<file path="src/hw/st_pkg.sv">
package st_pkg;

	// ram size select, ctrl word bits 3:1
	typedef enum logic [2:0] {
		MEM_512K = 3'd0,
		MEM_1M   = 3'd1,
		MEM_2M   = 3'd2,
		MEM_4M   = 3'd3,
		MEM_8M   = 3'd4,
		MEM_14M  = 3'd5 // 6 and 7 select no ram at all
	} mem_size_e;

	// 68000 word address, a23..a1
	typedef logic [23:1] bus_addr_t;

	// axi4-lite byte offsets
	localparam logic [7:0] CTRL_OFFSET   = 8'h00; // control word, r/w
	localparam logic [7:0] STATUS_OFFSET = 8'h04; // viking status, ro

	// control word layout
	localparam int CTRL_MEM_LSB    = 1;  // 3 bit size field
	localparam int CTRL_STE_BIT    = 23;
	localparam int CTRL_MSTE_BIT   = 24;
	localparam int CTRL_VIKING_BIT = 28;

	// viking video ram windows
	// plain mode sits at $c00000..$c3ffff, compared on a23..a18
	localparam logic [5:0] VIKING_BASE_ST = 6'b110000;
	// steroids mode moves it to $e80000..$efffff, a23..a19
	localparam logic [4:0] VIKING_BASE_HI = 5'b11101;

	// audio widths
	localparam int YM_W  = 10; // psg mix per side
	localparam int DMA_W = 8;  // ste dma sound
	localparam int MIX_W = 15; // summed, feeds the dac

endpackage

</file>
<file path="src/hw/st_cfg_if.sv">
interface st_cfg_if;

	st_pkg::mem_size_e mem_size;      // selected ram size
	logic              steroids;      // ste + mste both set
	logic              viking_enable; // viking window mapped
	logic [7:0]        viking_hits;   // saturating access count
	logic              viking_active; // driver seen, video switched

	// config owner, reads back detector status
	modport regs (
		output mem_size, steroids, viking_enable,
		input  viking_hits, viking_active
	);

	modport decode (
		input mem_size, steroids, viking_enable
	);

	modport detect (
		input  steroids, viking_enable,
		output viking_hits, viking_active
	);

endinterface

</file>
<file path="src/hw/st_cfg_regs.sv">
module st_cfg_regs (
	input  logic        clk_32,
	input  logic        xsint,
	// write address
	input  logic [7:0]  s_axil_awaddr_i,
	input  logic        s_axil_awvalid_i,
	output logic        s_axil_awready_o,
	// write data
	input  logic [31:0] s_axil_wdata_i,
	input  logic [3:0]  s_axil_wstrb_i,   // full word writes only
	input  logic        s_axil_wvalid_i,
	output logic        s_axil_wready_o,
	// write response
	output logic [1:0]  s_axil_bresp_o,
	output logic        s_axil_bvalid_o,
	input  logic        s_axil_bready_i,
	// read address
	input  logic [7:0]  s_axil_araddr_i,
	input  logic        s_axil_arvalid_i,
	output logic        s_axil_arready_o,
	// read data
	output logic [31:0] s_axil_rdata_o,
	output logic [1:0]  s_axil_rresp_o,
	output logic        s_axil_rvalid_o,
	input  logic        s_axil_rready_i,
	st_cfg_if.regs      cfg
);

	localparam logic [1:0] RESP_OKAY   = 2'b00;
	localparam logic [1:0] RESP_SLVERR = 2'b10;

	logic        wr_go;   // write accepted this cycle
	logic        rd_go;   // read accepted this cycle
	logic        wr_hit;  // write targets the ctrl word
	logic [31:0] ctrl_q;
	logic [31:0] ctrl_d;  // ctrl word as of the next edge
	logic [31:0] status;
	logic        ste;
	logic        mste;
	logic        mem_ok;  // 8M or less, viking allowed

	// both halves of a write must be there, and no response outstanding
	assign wr_go = s_axil_awvalid_i & s_axil_wvalid_i & ~s_axil_bvalid_o;
	assign rd_go = s_axil_arvalid_i & ~s_axil_rvalid_o;

	assign s_axil_awready_o = wr_go;
	assign s_axil_wready_o  = wr_go; // pulses together with awready
	assign s_axil_arready_o = rd_go;

	assign wr_hit = (s_axil_awaddr_i == st_pkg::CTRL_OFFSET);
	assign ctrl_d = (wr_go && wr_hit) ? s_axil_wdata_i : ctrl_q;

	assign ste    = ctrl_d[st_pkg::CTRL_STE_BIT];
	assign mste   = ctrl_d[st_pkg::CTRL_MSTE_BIT];
	assign mem_ok = (ctrl_d[st_pkg::CTRL_MEM_LSB +: 3] <= st_pkg::MEM_8M);

	assign status = {23'd0, cfg.viking_active, cfg.viking_hits};

	// control word and the config derived from it
	always_ff @(posedge clk_32 or negedge xsint) begin
		if (!xsint) begin
			ctrl_q            <= '0; // 512K, plain st, no viking
			cfg.mem_size      <= st_pkg::MEM_512K;
			cfg.steroids      <= 1'b0;
			cfg.viking_enable <= 1'b0;
		end else begin
			ctrl_q            <= ctrl_d;
			cfg.mem_size      <= st_pkg::mem_size_e'(ctrl_d[st_pkg::CTRL_MEM_LSB +: 3]);
			cfg.steroids      <= ste & mste;
			// steroids maps viking high, so any size goes
			cfg.viking_enable <= (ste & mste) |
				(ctrl_d[st_pkg::CTRL_VIKING_BIT] & mem_ok);
		end
	end

	// response valids, held until the master takes them
	always_ff @(posedge clk_32 or negedge xsint) begin
		if (!xsint) begin
			s_axil_bvalid_o <= 1'b0;
			s_axil_rvalid_o <= 1'b0;
		end else begin
			if (wr_go)
				s_axil_bvalid_o <= 1'b1;
			else if (s_axil_bready_i)
				s_axil_bvalid_o <= 1'b0;

			if (rd_go)
				s_axil_rvalid_o <= 1'b1;
			else if (s_axil_rready_i)
				s_axil_rvalid_o <= 1'b0;
		end
	end

	// response payload, only loaded on acceptance so it stays stable
	always_ff @(posedge clk_32) begin
		if (wr_go)
			s_axil_bresp_o <= wr_hit ? RESP_OKAY : RESP_SLVERR;
		if (rd_go) begin
			case (s_axil_araddr_i)
				st_pkg::CTRL_OFFSET: begin
					s_axil_rdata_o <= ctrl_q;
					s_axil_rresp_o <= RESP_OKAY;
				end
				st_pkg::STATUS_OFFSET: begin
					s_axil_rdata_o <= status;
					s_axil_rresp_o <= RESP_OKAY;
				end
				default: begin
					s_axil_rdata_o <= '0; // unmapped
					s_axil_rresp_o <= RESP_SLVERR;
				end
			endcase
		end
	end

endmodule

</file>
<file path="src/hw/st_ram_decode.sv">
module st_ram_decode (
	input  st_pkg::bus_addr_t bus_addr_i,
	st_cfg_if.decode          cfg,
	output logic              ram_en_o
);

	logic size_hit;   // below the configured ram top
	logic viking_st;  // $c00000 window
	logic viking_hi;  // $e80000 window
	logic viking_hit;

	always_comb begin
		case (cfg.mem_size)
			st_pkg::MEM_512K: size_hit = (bus_addr_i[23:19] == 5'b00000);
			st_pkg::MEM_1M:   size_hit = (bus_addr_i[23:20] == 4'b0000);
			st_pkg::MEM_2M:   size_hit = (bus_addr_i[23:21] == 3'b000);
			st_pkg::MEM_4M:   size_hit = (bus_addr_i[23:22] == 2'b00);
			st_pkg::MEM_8M:   size_hit = ~bus_addr_i[23];
			// 14M ends at $e00000, rom and io live above
			st_pkg::MEM_14M:  size_hit = (bus_addr_i[23:21] != 3'b111);
			default:          size_hit = 1'b0; // undefined sizes
		endcase
	end

	assign viking_st = (bus_addr_i[23:18] == st_pkg::VIKING_BASE_ST);
	assign viking_hi = (bus_addr_i[23:19] == st_pkg::VIKING_BASE_HI);

	// window location follows the mode
	assign viking_hit = cfg.viking_enable &
		(cfg.steroids ? viking_hi : viking_st);

	assign ram_en_o = size_hit | viking_hit; // no clock in this path

endmodule

</file>
<file path="src/hw/st_viking_detect.sv">
module st_viking_detect #(
	parameter int VIKING_HITS = 255 // 1..255
) (
	input  logic              clk_32,
	input  logic              xsint,
	input  st_pkg::bus_addr_t bus_addr_i,
	input  logic              bus_as_n_i,
	input  logic              bus_en_i,   // 8 MHz bus enable
	st_cfg_if.detect          cfg
);

	localparam logic [7:0] HITS_MAX = 8'(VIKING_HITS);

	logic in_win;  // address inside the window for this mode
	logic hit;

	assign in_win = cfg.steroids ?
		(bus_addr_i[23:19] == st_pkg::VIKING_BASE_HI) :
		(bus_addr_i[23:18] == st_pkg::VIKING_BASE_ST);

	// one count per bus cycle with the strobe down
	assign hit = bus_en_i & ~bus_as_n_i & cfg.viking_enable & in_win;

	// a driver hammers the window, a stray probe only touches it
	// so video switches over only after many accesses
	always_ff @(posedge clk_32 or negedge xsint) begin
		if (!xsint) begin
			cfg.viking_hits   <= 8'd0;
			cfg.viking_active <= 1'b0;
		end else begin
			if (hit && cfg.viking_hits != HITS_MAX)
				cfg.viking_hits <= cfg.viking_hits + 8'd1; // saturates
			if (cfg.viking_hits == HITS_MAX)
				cfg.viking_active <= 1'b1; // sticky until reset
		end
	end

endmodule

</file>
<file path="src/hw/st_audio_mix.sv">
module st_audio_mix (
	input  logic                     clk_32,
	input  logic                     xsint,
	input  logic [st_pkg::YM_W-1:0]  ym_l_i,
	input  logic [st_pkg::YM_W-1:0]  ym_r_i,
	input  logic [st_pkg::DMA_W-1:0] dma_l_i,
	input  logic [st_pkg::DMA_W-1:0] dma_r_i,
	output logic                     audio_l_o, // sigma-delta bitstream
	output logic                     audio_r_o
);

	localparam int YM_PAD  = st_pkg::MIX_W - 1 - st_pkg::YM_W;  // low fill bits
	localparam int DMA_PAD = st_pkg::MIX_W - 1 - st_pkg::DMA_W;
	localparam logic [st_pkg::YM_W-1:0]  YM_MID  = 1 << (st_pkg::YM_W - 1);
	localparam logic [st_pkg::DMA_W-1:0] DMA_MID = 1 << (st_pkg::DMA_W - 1);

	logic [st_pkg::YM_W-1:0]  ym_in  [2]; // 0 left, 1 right
	logic [st_pkg::DMA_W-1:0] dma_in [2];
	logic [1:0]               dac_bit;

	assign ym_in[0]  = ym_l_i;
	assign ym_in[1]  = ym_r_i;
	assign dma_in[0] = dma_l_i;
	assign dma_in[1] = dma_r_i;

	for (genvar ch = 0; ch < 2; ch++) begin : g_ch
		logic [st_pkg::YM_W-1:0]  ym_s;   // offset removed, two's complement
		logic [st_pkg::DMA_W-1:0] dma_s;
		logic [st_pkg::MIX_W-1:0] ym_wide;
		logic [st_pkg::MIX_W-1:0] dma_wide;
		logic [st_pkg::MIX_W-1:0] mix_q;
		logic [st_pkg::MIX_W-1:0] u;      // mix as unsigned code
		logic [st_pkg::MIX_W-1:0] acc_q;
		logic [st_pkg::MIX_W:0]   acc_sum;
		logic                     dac_q;

		assign ym_s  = ym_in[ch] - YM_MID;
		assign dma_s = dma_in[ch] - DMA_MID;

		// sign extend one bit, repeat the msbs into the low end
		assign ym_wide  = {ym_s[st_pkg::YM_W-1], ym_s, ym_s[st_pkg::YM_W-1 -: YM_PAD]};
		assign dma_wide = {dma_s[st_pkg::DMA_W-1], dma_s, dma_s[st_pkg::DMA_W-1 -: DMA_PAD]};

		assign u       = {~mix_q[st_pkg::MIX_W-1], mix_q[st_pkg::MIX_W-2:0]};
		assign acc_sum = {1'b0, acc_q} + {1'b0, u};

		// first order modulator, carry out is the density
		always_ff @(posedge clk_32 or negedge xsint) begin
			if (!xsint) begin
				mix_q <= '0;
				acc_q <= '0;
				dac_q <= 1'b0;
			end else begin
				mix_q <= ym_wide + dma_wide; // wraps mod 2^15
				acc_q <= acc_sum[st_pkg::MIX_W-1:0];
				dac_q <= acc_sum[st_pkg::MIX_W];
			end
		end

		assign dac_bit[ch] = dac_q;
	end

	assign audio_l_o = dac_bit[0];
	assign audio_r_o = dac_bit[1];

endmodule

</file>
<file path="src/hw/st_core.sv">
module st_core #(
	parameter int VIKING_HITS = 255 // accesses before video switches
) (
	input  logic                     clk_32,
	input  logic                     xsint,
	// axi4-lite config port
	input  logic [7:0]               s_axil_awaddr_i,
	input  logic                     s_axil_awvalid_i,
	output logic                     s_axil_awready_o,
	input  logic [31:0]              s_axil_wdata_i,
	input  logic [3:0]               s_axil_wstrb_i,
	input  logic                     s_axil_wvalid_i,
	output logic                     s_axil_wready_o,
	output logic [1:0]               s_axil_bresp_o,
	output logic                     s_axil_bvalid_o,
	input  logic                     s_axil_bready_i,
	input  logic [7:0]               s_axil_araddr_i,
	input  logic                     s_axil_arvalid_i,
	output logic                     s_axil_arready_o,
	output logic [31:0]              s_axil_rdata_o,
	output logic [1:0]               s_axil_rresp_o,
	output logic                     s_axil_rvalid_o,
	input  logic                     s_axil_rready_i,
	// 68000 side
	input  st_pkg::bus_addr_t        bus_addr_i,
	input  logic                     bus_as_n_i,
	input  logic                     bus_en_i,
	// sound sources
	input  logic [st_pkg::YM_W-1:0]  ym_l_i,
	input  logic [st_pkg::YM_W-1:0]  ym_r_i,
	input  logic [st_pkg::DMA_W-1:0] dma_l_i,
	input  logic [st_pkg::DMA_W-1:0] dma_r_i,
	output logic                     ram_en_o,
	output logic                     viking_active_o,
	output logic                     audio_l_o,
	output logic                     audio_r_o
);

	st_cfg_if cfg ();

	st_cfg_regs regs_inst (.*, .cfg(cfg));

	st_ram_decode decode_inst (
		.bus_addr_i (bus_addr_i),
		.cfg        (cfg),
		.ram_en_o   (ram_en_o)
	);

	st_viking_detect #(.VIKING_HITS(VIKING_HITS)) detect_inst (
		.clk_32     (clk_32),
		.xsint      (xsint),
		.bus_addr_i (bus_addr_i),
		.bus_as_n_i (bus_as_n_i),
		.bus_en_i   (bus_en_i),
		.cfg        (cfg)
	);

	st_audio_mix audio_inst (.*);

	assign viking_active_o = cfg.viking_active; // video source select

endmodule

</file>
<file path="config.mk">
export PLATFORM = sky130hd
export DESIGN_NAME = st_core
export DESIGN_NICKNAME = d
export VERILOG_FILES = /design/src/hw/st_pkg.sv /design/src/hw/st_cfg_if.sv /design/src/hw/st_cfg_regs.sv /design/src/hw/st_ram_decode.sv /design/src/hw/st_viking_detect.sv /design/src/hw/st_audio_mix.sv /design/src/hw/st_core.sv
export SDC_FILE = /design/constraint.sdc
export NUM_CORES = 1
export LEC_CHECK = 0
export BUFFER_PORTS_ARGS = -buffer_cell sky130_fd_sc_hd__buf_2
export CORE_UTILIZATION = 51
export CTS_BUF_LIST = sky130_fd_sc_hd__clkbuf_8
export DETAILED_ROUTE_END_ITERATION = 10
export GPL_ROUTABILITY_DRIVEN = 0
export PLACE_DENSITY_LB_ADDON = 0.3
export SETUP_SLACK_MARGIN = 0.1
export SLEW_MARGIN = 40
export SYNTH_ARGS = -nofsm -noshare
export SYNTH_HDL_FRONTEND = slang
export SYNTH_HIERARCHICAL = 1
export SYNTH_SLANG_ARGS = --single-unit
</file>
<file path="constraint.sdc">
create_clock -name clk_32 -period 2.3 [get_ports clk_32]
set_clock_uncertainty 0.05 [all_clocks]
set_input_delay 0.115 -clock clk_32 [delete_from_list [all_inputs] [get_ports clk_32]]
set_output_delay 0.115 -clock clk_32 [all_outputs]
set_load 0.05 [all_outputs]
</file>
Word-level counts from Yosys, hierarchy flattened
Cells that the tools add are included.

word-level totals
  word-level logic and storage cells = 78
  output and inout port bits = 45
  input port bits = 120
  register bits after elaboration = 146

operators by class
  order comparisons = 1
  equality and inequality tests = 11
  multiplexer cells = 10
  bitwise gates (word level) = 17
  add/subtract/negate cells = 9
  reduce and logical (&&, ||, !) cells = 12

operator list
  kind                                                                    count
  32-bit case mux with 2 select lines                                     1
  15-bit by 15-bit adder with 16-bit output                               2
  14-bit by 14-bit adder with 15-bit output                               2
  29-bit two-way mux                                                      1
  10-bit subtractor (second input constant)                               2
  8-bit logical NOT                                                       2
  8-bit subtractor (second input constant)                                2
  1-bit AND                                                               9
  8-bit by 1-bit adder with 8-bit output (second input constant)          1
  8-bit by 3-bit equality test with 1-bit output (second input constant)  1
  8-bit equality test (second input constant)                             1
  8-bit inequality test (second input constant)                           1
  3-bit by 2-bit equality test with 1-bit output (second input constant)  2
  3-bit equality test (second input constant)                             2
  6-bit equality test (second input constant)                             1
  3-bit logical NOT                                                       2
  1-bit inverter                                                          6
  1-bit case mux with 6 select lines                                      1
  5-bit equality test (second input constant)                             1
  5-bit logical NOT                                                       1
  1-bit two-way mux                                                       5
  4-bit logical NOT                                                       1
  2-bit two-way mux                                                       2
  2-bit nonzero test                                                      2
  other kinds (7)                                                         9

Logic depth before layout (Yosys ltp)
  word-level depth = 7
  gate-level depth with buffers = 7

Cells and area by module
The synthesis kept the hierarchy.

by module, submodules not included
  module            area an instance (um^2)  times used  cells an instance  sequential area each (um^2)
  st_audio_mix      4284.1                   1           438                1551.5
  st_cfg_regs       2925.3                   1           178                1921.8
  st_viking_detect  449.2                    1           38                 225.2
  st_ram_decode     87.6                     1           14                 0.0

Worst setup path after synthesis
OpenSTA, ideal clock, no wires.

  kind = register to register
  start = reg regs_inst.s_axil_rvalid_o
  end = reg regs_inst.s_axil_rdata_o[0], enable pin
  setup slack = -978 ps
  cell stages (with the launch flop) = 2
  path buffers = 0
  arrival time = 2770 ps
  period minus slack after synthesis = 3278 ps
  cell sequence = dfrtp_1 > nor2b_1

between the ends
  longest elaborated chain between the ends = 2

RTL lines
  item                        RTL line            text
  from (decl)                 st_cfg_regs.sv:24   output logic s_axil_rvalid_o,
  from (signal assigned)      st_cfg_regs.sv:80   s_axil_rvalid_o <= 1'b0;
  from (signal assigned)      st_cfg_regs.sv:88   s_axil_rvalid_o <= 1'b1;
  from (signal assigned)      st_cfg_regs.sv:90   s_axil_rvalid_o <= 1'b0;
  1-bit inverter              st_cfg_regs.sv:44   assign rd_go = s_axil_arvalid_i & ~s_axil_rvalid_o;
  1-bit AND                   st_cfg_regs.sv:44
  named net s_axil_arready_o  st_core.sv:19       output logic s_axil_arready_o,
  to (signal assigned)        st_cfg_regs.sv:101  s_axil_rdata_o <= ctrl_q;
  to (signal assigned)        st_cfg_regs.sv:105  s_axil_rdata_o <= status;
  to (decl)                   st_cfg_regs.sv:22   output logic [31:0] s_axil_rdata_o,

The timed path passes the listed nets, and every way through them passes these cells.
A chain may end at the register's enable or synchronous reset.

Final worst setup path
  start = reg audio_inst/g_ch[1].mix_q[0] in the netlist's numbering
  end = reg audio_inst/g_ch[1].acc_q[10] in the netlist's numbering

between the ends
  longest elaborated chain between the ends = 1

RTL lines
  item                                            RTL line            text
  from (decl)                                     st_audio_mix.sv:31  logic [st_pkg::MIX_W-1:0] mix_q;
  from (signal assigned)                          st_audio_mix.sv:54  mix_q <= ym_wide + dma_wide;
  15-bit by 15-bit adder with 16-bit output       st_audio_mix.sv:45  assign acc_sum = {1'b0, acc_q} + {1'b0, u};
  named net audio_inst.g_ch[1].acc_sum (one bit)  st_audio_mix.sv:34  logic [st_pkg::MIX_W:0] acc_sum;
  to (signal assigned)                            st_audio_mix.sv:55  acc_q <= acc_sum[st_pkg::MIX_W-1:0];
  to (decl)                                       st_audio_mix.sv:33  logic [st_pkg::MIX_W-1:0] acc_q;

The timed path passes the listed nets, and every way through them passes these cells.

==> reports/metrics.yaml <==
first_global_vias: 6046
power-per-cell-area_nw_per_um2: 968
unrepaired_setup_endpoints_after_global_routing: "true"
min_path_type: "primary input to async pin"
top_level_ports: 165
placement.io_buffers: 141
worstSetupStartpointType: "flip-flop"
routedWlPerCell_um: 15.9
worst_skew_pair.late_latency_ps: 460
max_slew_violations: 0
synth.distinct_cells: 76
whs_ps: 41.5
relSlewSlack_pct: 54.4
detailroute.via_count: 5950
worstSetupPathType: "flip-flop to flip-flop"
run_status: "complete, but fails checks"
ys_ff_latch: 141
synth.yosys.seq_area_share_pct: 47.7
fin_tns_setup_ps: 0
clock_sinks: 141
diodes: 0
grt.total_usage_pct: 22.6
drt_first_iter_violations: 327
final_nets: 1063
chipWidth_um: 125
critPathRequiredTime_ps: 2570
vdd_ir_drop_max_mv: 0.457
htree_num_levels: 4
drt-vias-per-instance: 5.52
path_max_fanout: 3
finished_layout_cell_area_um2: 9780
final_min_period_ps: 2180
max-cap-violations: 0
post_route_ant_nets: 0
worst-slew-pin-transition_ps: 683
chipHeight_um: 125
first_pass_iters: 8
leakage_nw: 4.60
num_rows: 44
floorplan.core_area_um2: 14700
clock_tree_buffer_depth: 2
synthToLayoutAreaGrowth_pct: 26.2
placedInstanceArea_um2: 8680
ys_dominant_reg_cell: "sky130_fd_sc_hd__dfrtp_1"
arrival_ps: 2460
report.final.hold_viol_count: 0
grt_ovf: 0
clock_input_transition_at_the_sequential_cells_of_the_worst_setup_and_hold_paths_ps: 90
ys_async_rst_share_pct: 75.9
post_synth_inst_count: 668
crit_path_end_kind: "flip-flop"
ys_warn_count: 6
place_hpwl_um: 11800
cts-root-buf: "sky130_fd_sc_hd__clkbuf_8"
timing.fmax_mhz: 458
grt_first_pass_wirelength_um: 28300
postSynthAreaPerCell_um2: 11.6
cts_tree: "done"
postRouteWirelength_um: 17200
post-route-period-util_pct: 94.9
die_area_um2: 15700
grt_max_degree: 49
post_route_cells_drive_above_1_share_pct: 28.6
drcViolationCount: 16
failed_checks: "design-rule violations"
setup_viol_count_final: 0
grt_antenna_before_repair: 0
syn_area_um2: 7750
synth_edf_count: 34
initial_core_util_pct: 52.7
tritoncts.num_buffers: 17
-- synth_stat cells, types with 5 or more instances --
cell type	instances	area share, %
sky130_fd_sc_hd__mux2_4	28	5.4
sky130_fd_sc_hd__o211ai_1	7	0.68
sky130_fd_sc_hd__o21a_1	5	0.48
sky130_fd_sc_hd__o21ai_0	27	1.7
sky130_fd_sc_hd__clkbuf_1	5	0.24
sky130_fd_sc_hd__nor3_1	16	1.0
sky130_fd_sc_hd__dfrtp_1	107	35
sky130_fd_sc_hd__nor2b_1	5	0.40
sky130_fd_sc_hd__mux2i_1	12	1.6
sky130_fd_sc_hd__xnor2_1	24	2.7
sky130_fd_sc_hd__ha_1	59	9.5
sky130_fd_sc_hd__o21bai_1	5	0.48
sky130_fd_sc_hd__inv_1	22	1.1
sky130_fd_sc_hd__and2_1	23	1.9
sky130_fd_sc_hd__mux2_2	6	0.87
sky130_fd_sc_hd__nor4_1	6	0.48
sky130_fd_sc_hd__nand2_1	27	1.3
sky130_fd_sc_hd__a31oi_1	6	0.48
sky130_fd_sc_hd__a21o_1	12	1.2
sky130_fd_sc_hd__edfxtp_1	34	13
sky130_fd_sc_hd__buf_4	6	0.58
sky130_fd_sc_hd__a21oi_1	39	2.5
sky130_fd_sc_hd__nand3_1	17	1.1
sky130_fd_sc_hd__xor2_1	24	2.7
sky130_fd_sc_hd__a211oi_1	12	1.2
sky130_fd_sc_hd__nor2_1	48	2.3
-- through the flow --
step / total power, mW / setup slack, ps / utilization (%) / cells
3_3_place_gp: 6.94 / 13.1 / 59.1 / 986
5_1_grt: 10.2 / 57.6 / 66.5 / 1077
2_1_floorplan: 6.24 / 118 / - / 669
6_report: 9.46 / 118 / 66.5 / 1077
4_1_cts: 9.37 / 74.5 / 66.0 / 1075
3_5_place_dp: 7.09 / -8.74 / 59.1 / 986
-- flip-flops by register name, indices dropped and copies added, names as in the netlist --
name and flops:
regs_inst/s_axil_rdata_o 32, audio_inst/g_ch.acc_q 30, audio_inst/g_ch.mix_q 30, regs_inst/ctrl_q 30, detect_inst/cfg.viking_hits 8, regs_inst/cfg.mem_size 2, audio_inst/audio_l_o 1, audio_inst/audio_r_o 1
detect_inst/cfg.viking_active 1, regs_inst/cfg.steroids 1, regs_inst/cfg.viking_enable 1, regs_inst/s_axil_bresp_o 1, regs_inst/s_axil_bvalid_o 1, regs_inst/s_axil_rresp_o 1, regs_inst/s_axil_rvalid_o 1
-- power by group --
| part | internal (mW) | switching [mW] |
|---|---|---|
| clock | 1.03 | 1.09 |
| combinational | 1.80 | 2.29 |
| sequential | 3.06 | 0.185 |
| total | 5.90 | 3.57 |
-- cells by family (layout without fill, tap and decap cells) --
family	after synthesis	in the layout	share of synthesized area, %
adders and majority gates	63	63	10.6
xor gates and xnor gates	48	48	5.43
muxes	46	46	7.85
and+or+nand+nor	184	184	13.3
other	1	2	0.0484
DFF	141	141	47.7
AOI/OAI and AO/OA	148	148	12.7
buffers and inverters	37	261	2.39
-- cells in the final DEF (no fill, tap or decap), drive strengths merged, types with 28 or more instances in the layout --
cell           n
mux2          34
nand2         28
ha            59
dfrtp        107
inv           31
edfxtp        34
nor2          48
buf          150
o21ai         31
dlygate4sd3   57
a21oi         39
-- layer usage --
metal,vias up,wire (um),GRT usage (%)
met4,0,336,8.32
met3,31,804,4.96
met5,-,0,0
li1,2887,-,-
met1,2824,7420,27.8
met2,208,8600,39.2
-- final timing paths --
check	startpoint	end	slack, ps	cells past startpoint
setup / recovery	audio_inst/g_ch[1].mix_q[0]	audio_inst/g_ch[1].acc_q[10]	120	7
hold / removal	xsint	regs_inst/ctrl_q[0]	40	2
setup reg to reg	audio_inst/g_ch[1].mix_q[0]	audio_inst/g_ch[1].acc_q[10]	120	7
hold reg to reg	audio_inst/g_ch[0].acc_q[0]	audio_inst/g_ch[0].acc_q[0]	420	1
max in group asynchronous	xsint	audio_inst/g_ch[1].acc_q[1]	1380	3
min in group clk_32	dma_l_i[4]	audio_inst/g_ch[0].mix_q[2]	50	3
-- cell type report --
type                       count  area (um^2)
clock buffer                  17          234
multi-input combinational    491         3950
tap                          184          230
fill                        1075         4920
inverter                      22         82.6
clock inverter                15          198
timing repair buffer         207         1380
sequential                   141         3700
-- critical path, stage by stage, from the launching register on --
cell and delay [ps]:
sky130_fd_sc_hd__dfrtp_1 380, sky130_fd_sc_hd__ha_2 200, sky130_fd_sc_hd__fa_2 390, sky130_fd_sc_hd__a211oi_2 230
sky130_fd_sc_hd__o21bai_2 130, sky130_fd_sc_hd__a2111oi_4 410, sky130_fd_sc_hd__o31ai_2 120, sky130_fd_sc_hd__xor2_1 150
-- repair_timing --
action	in CTS	in global routing
gates resized for setup	4	13
hold buffers	57	0
endpoints found under the setup margin	5	10
hold endpoints to repair	156	0
pin swaps	1	8
setup buffers	0	2
(Power assumes the default switching activity.)
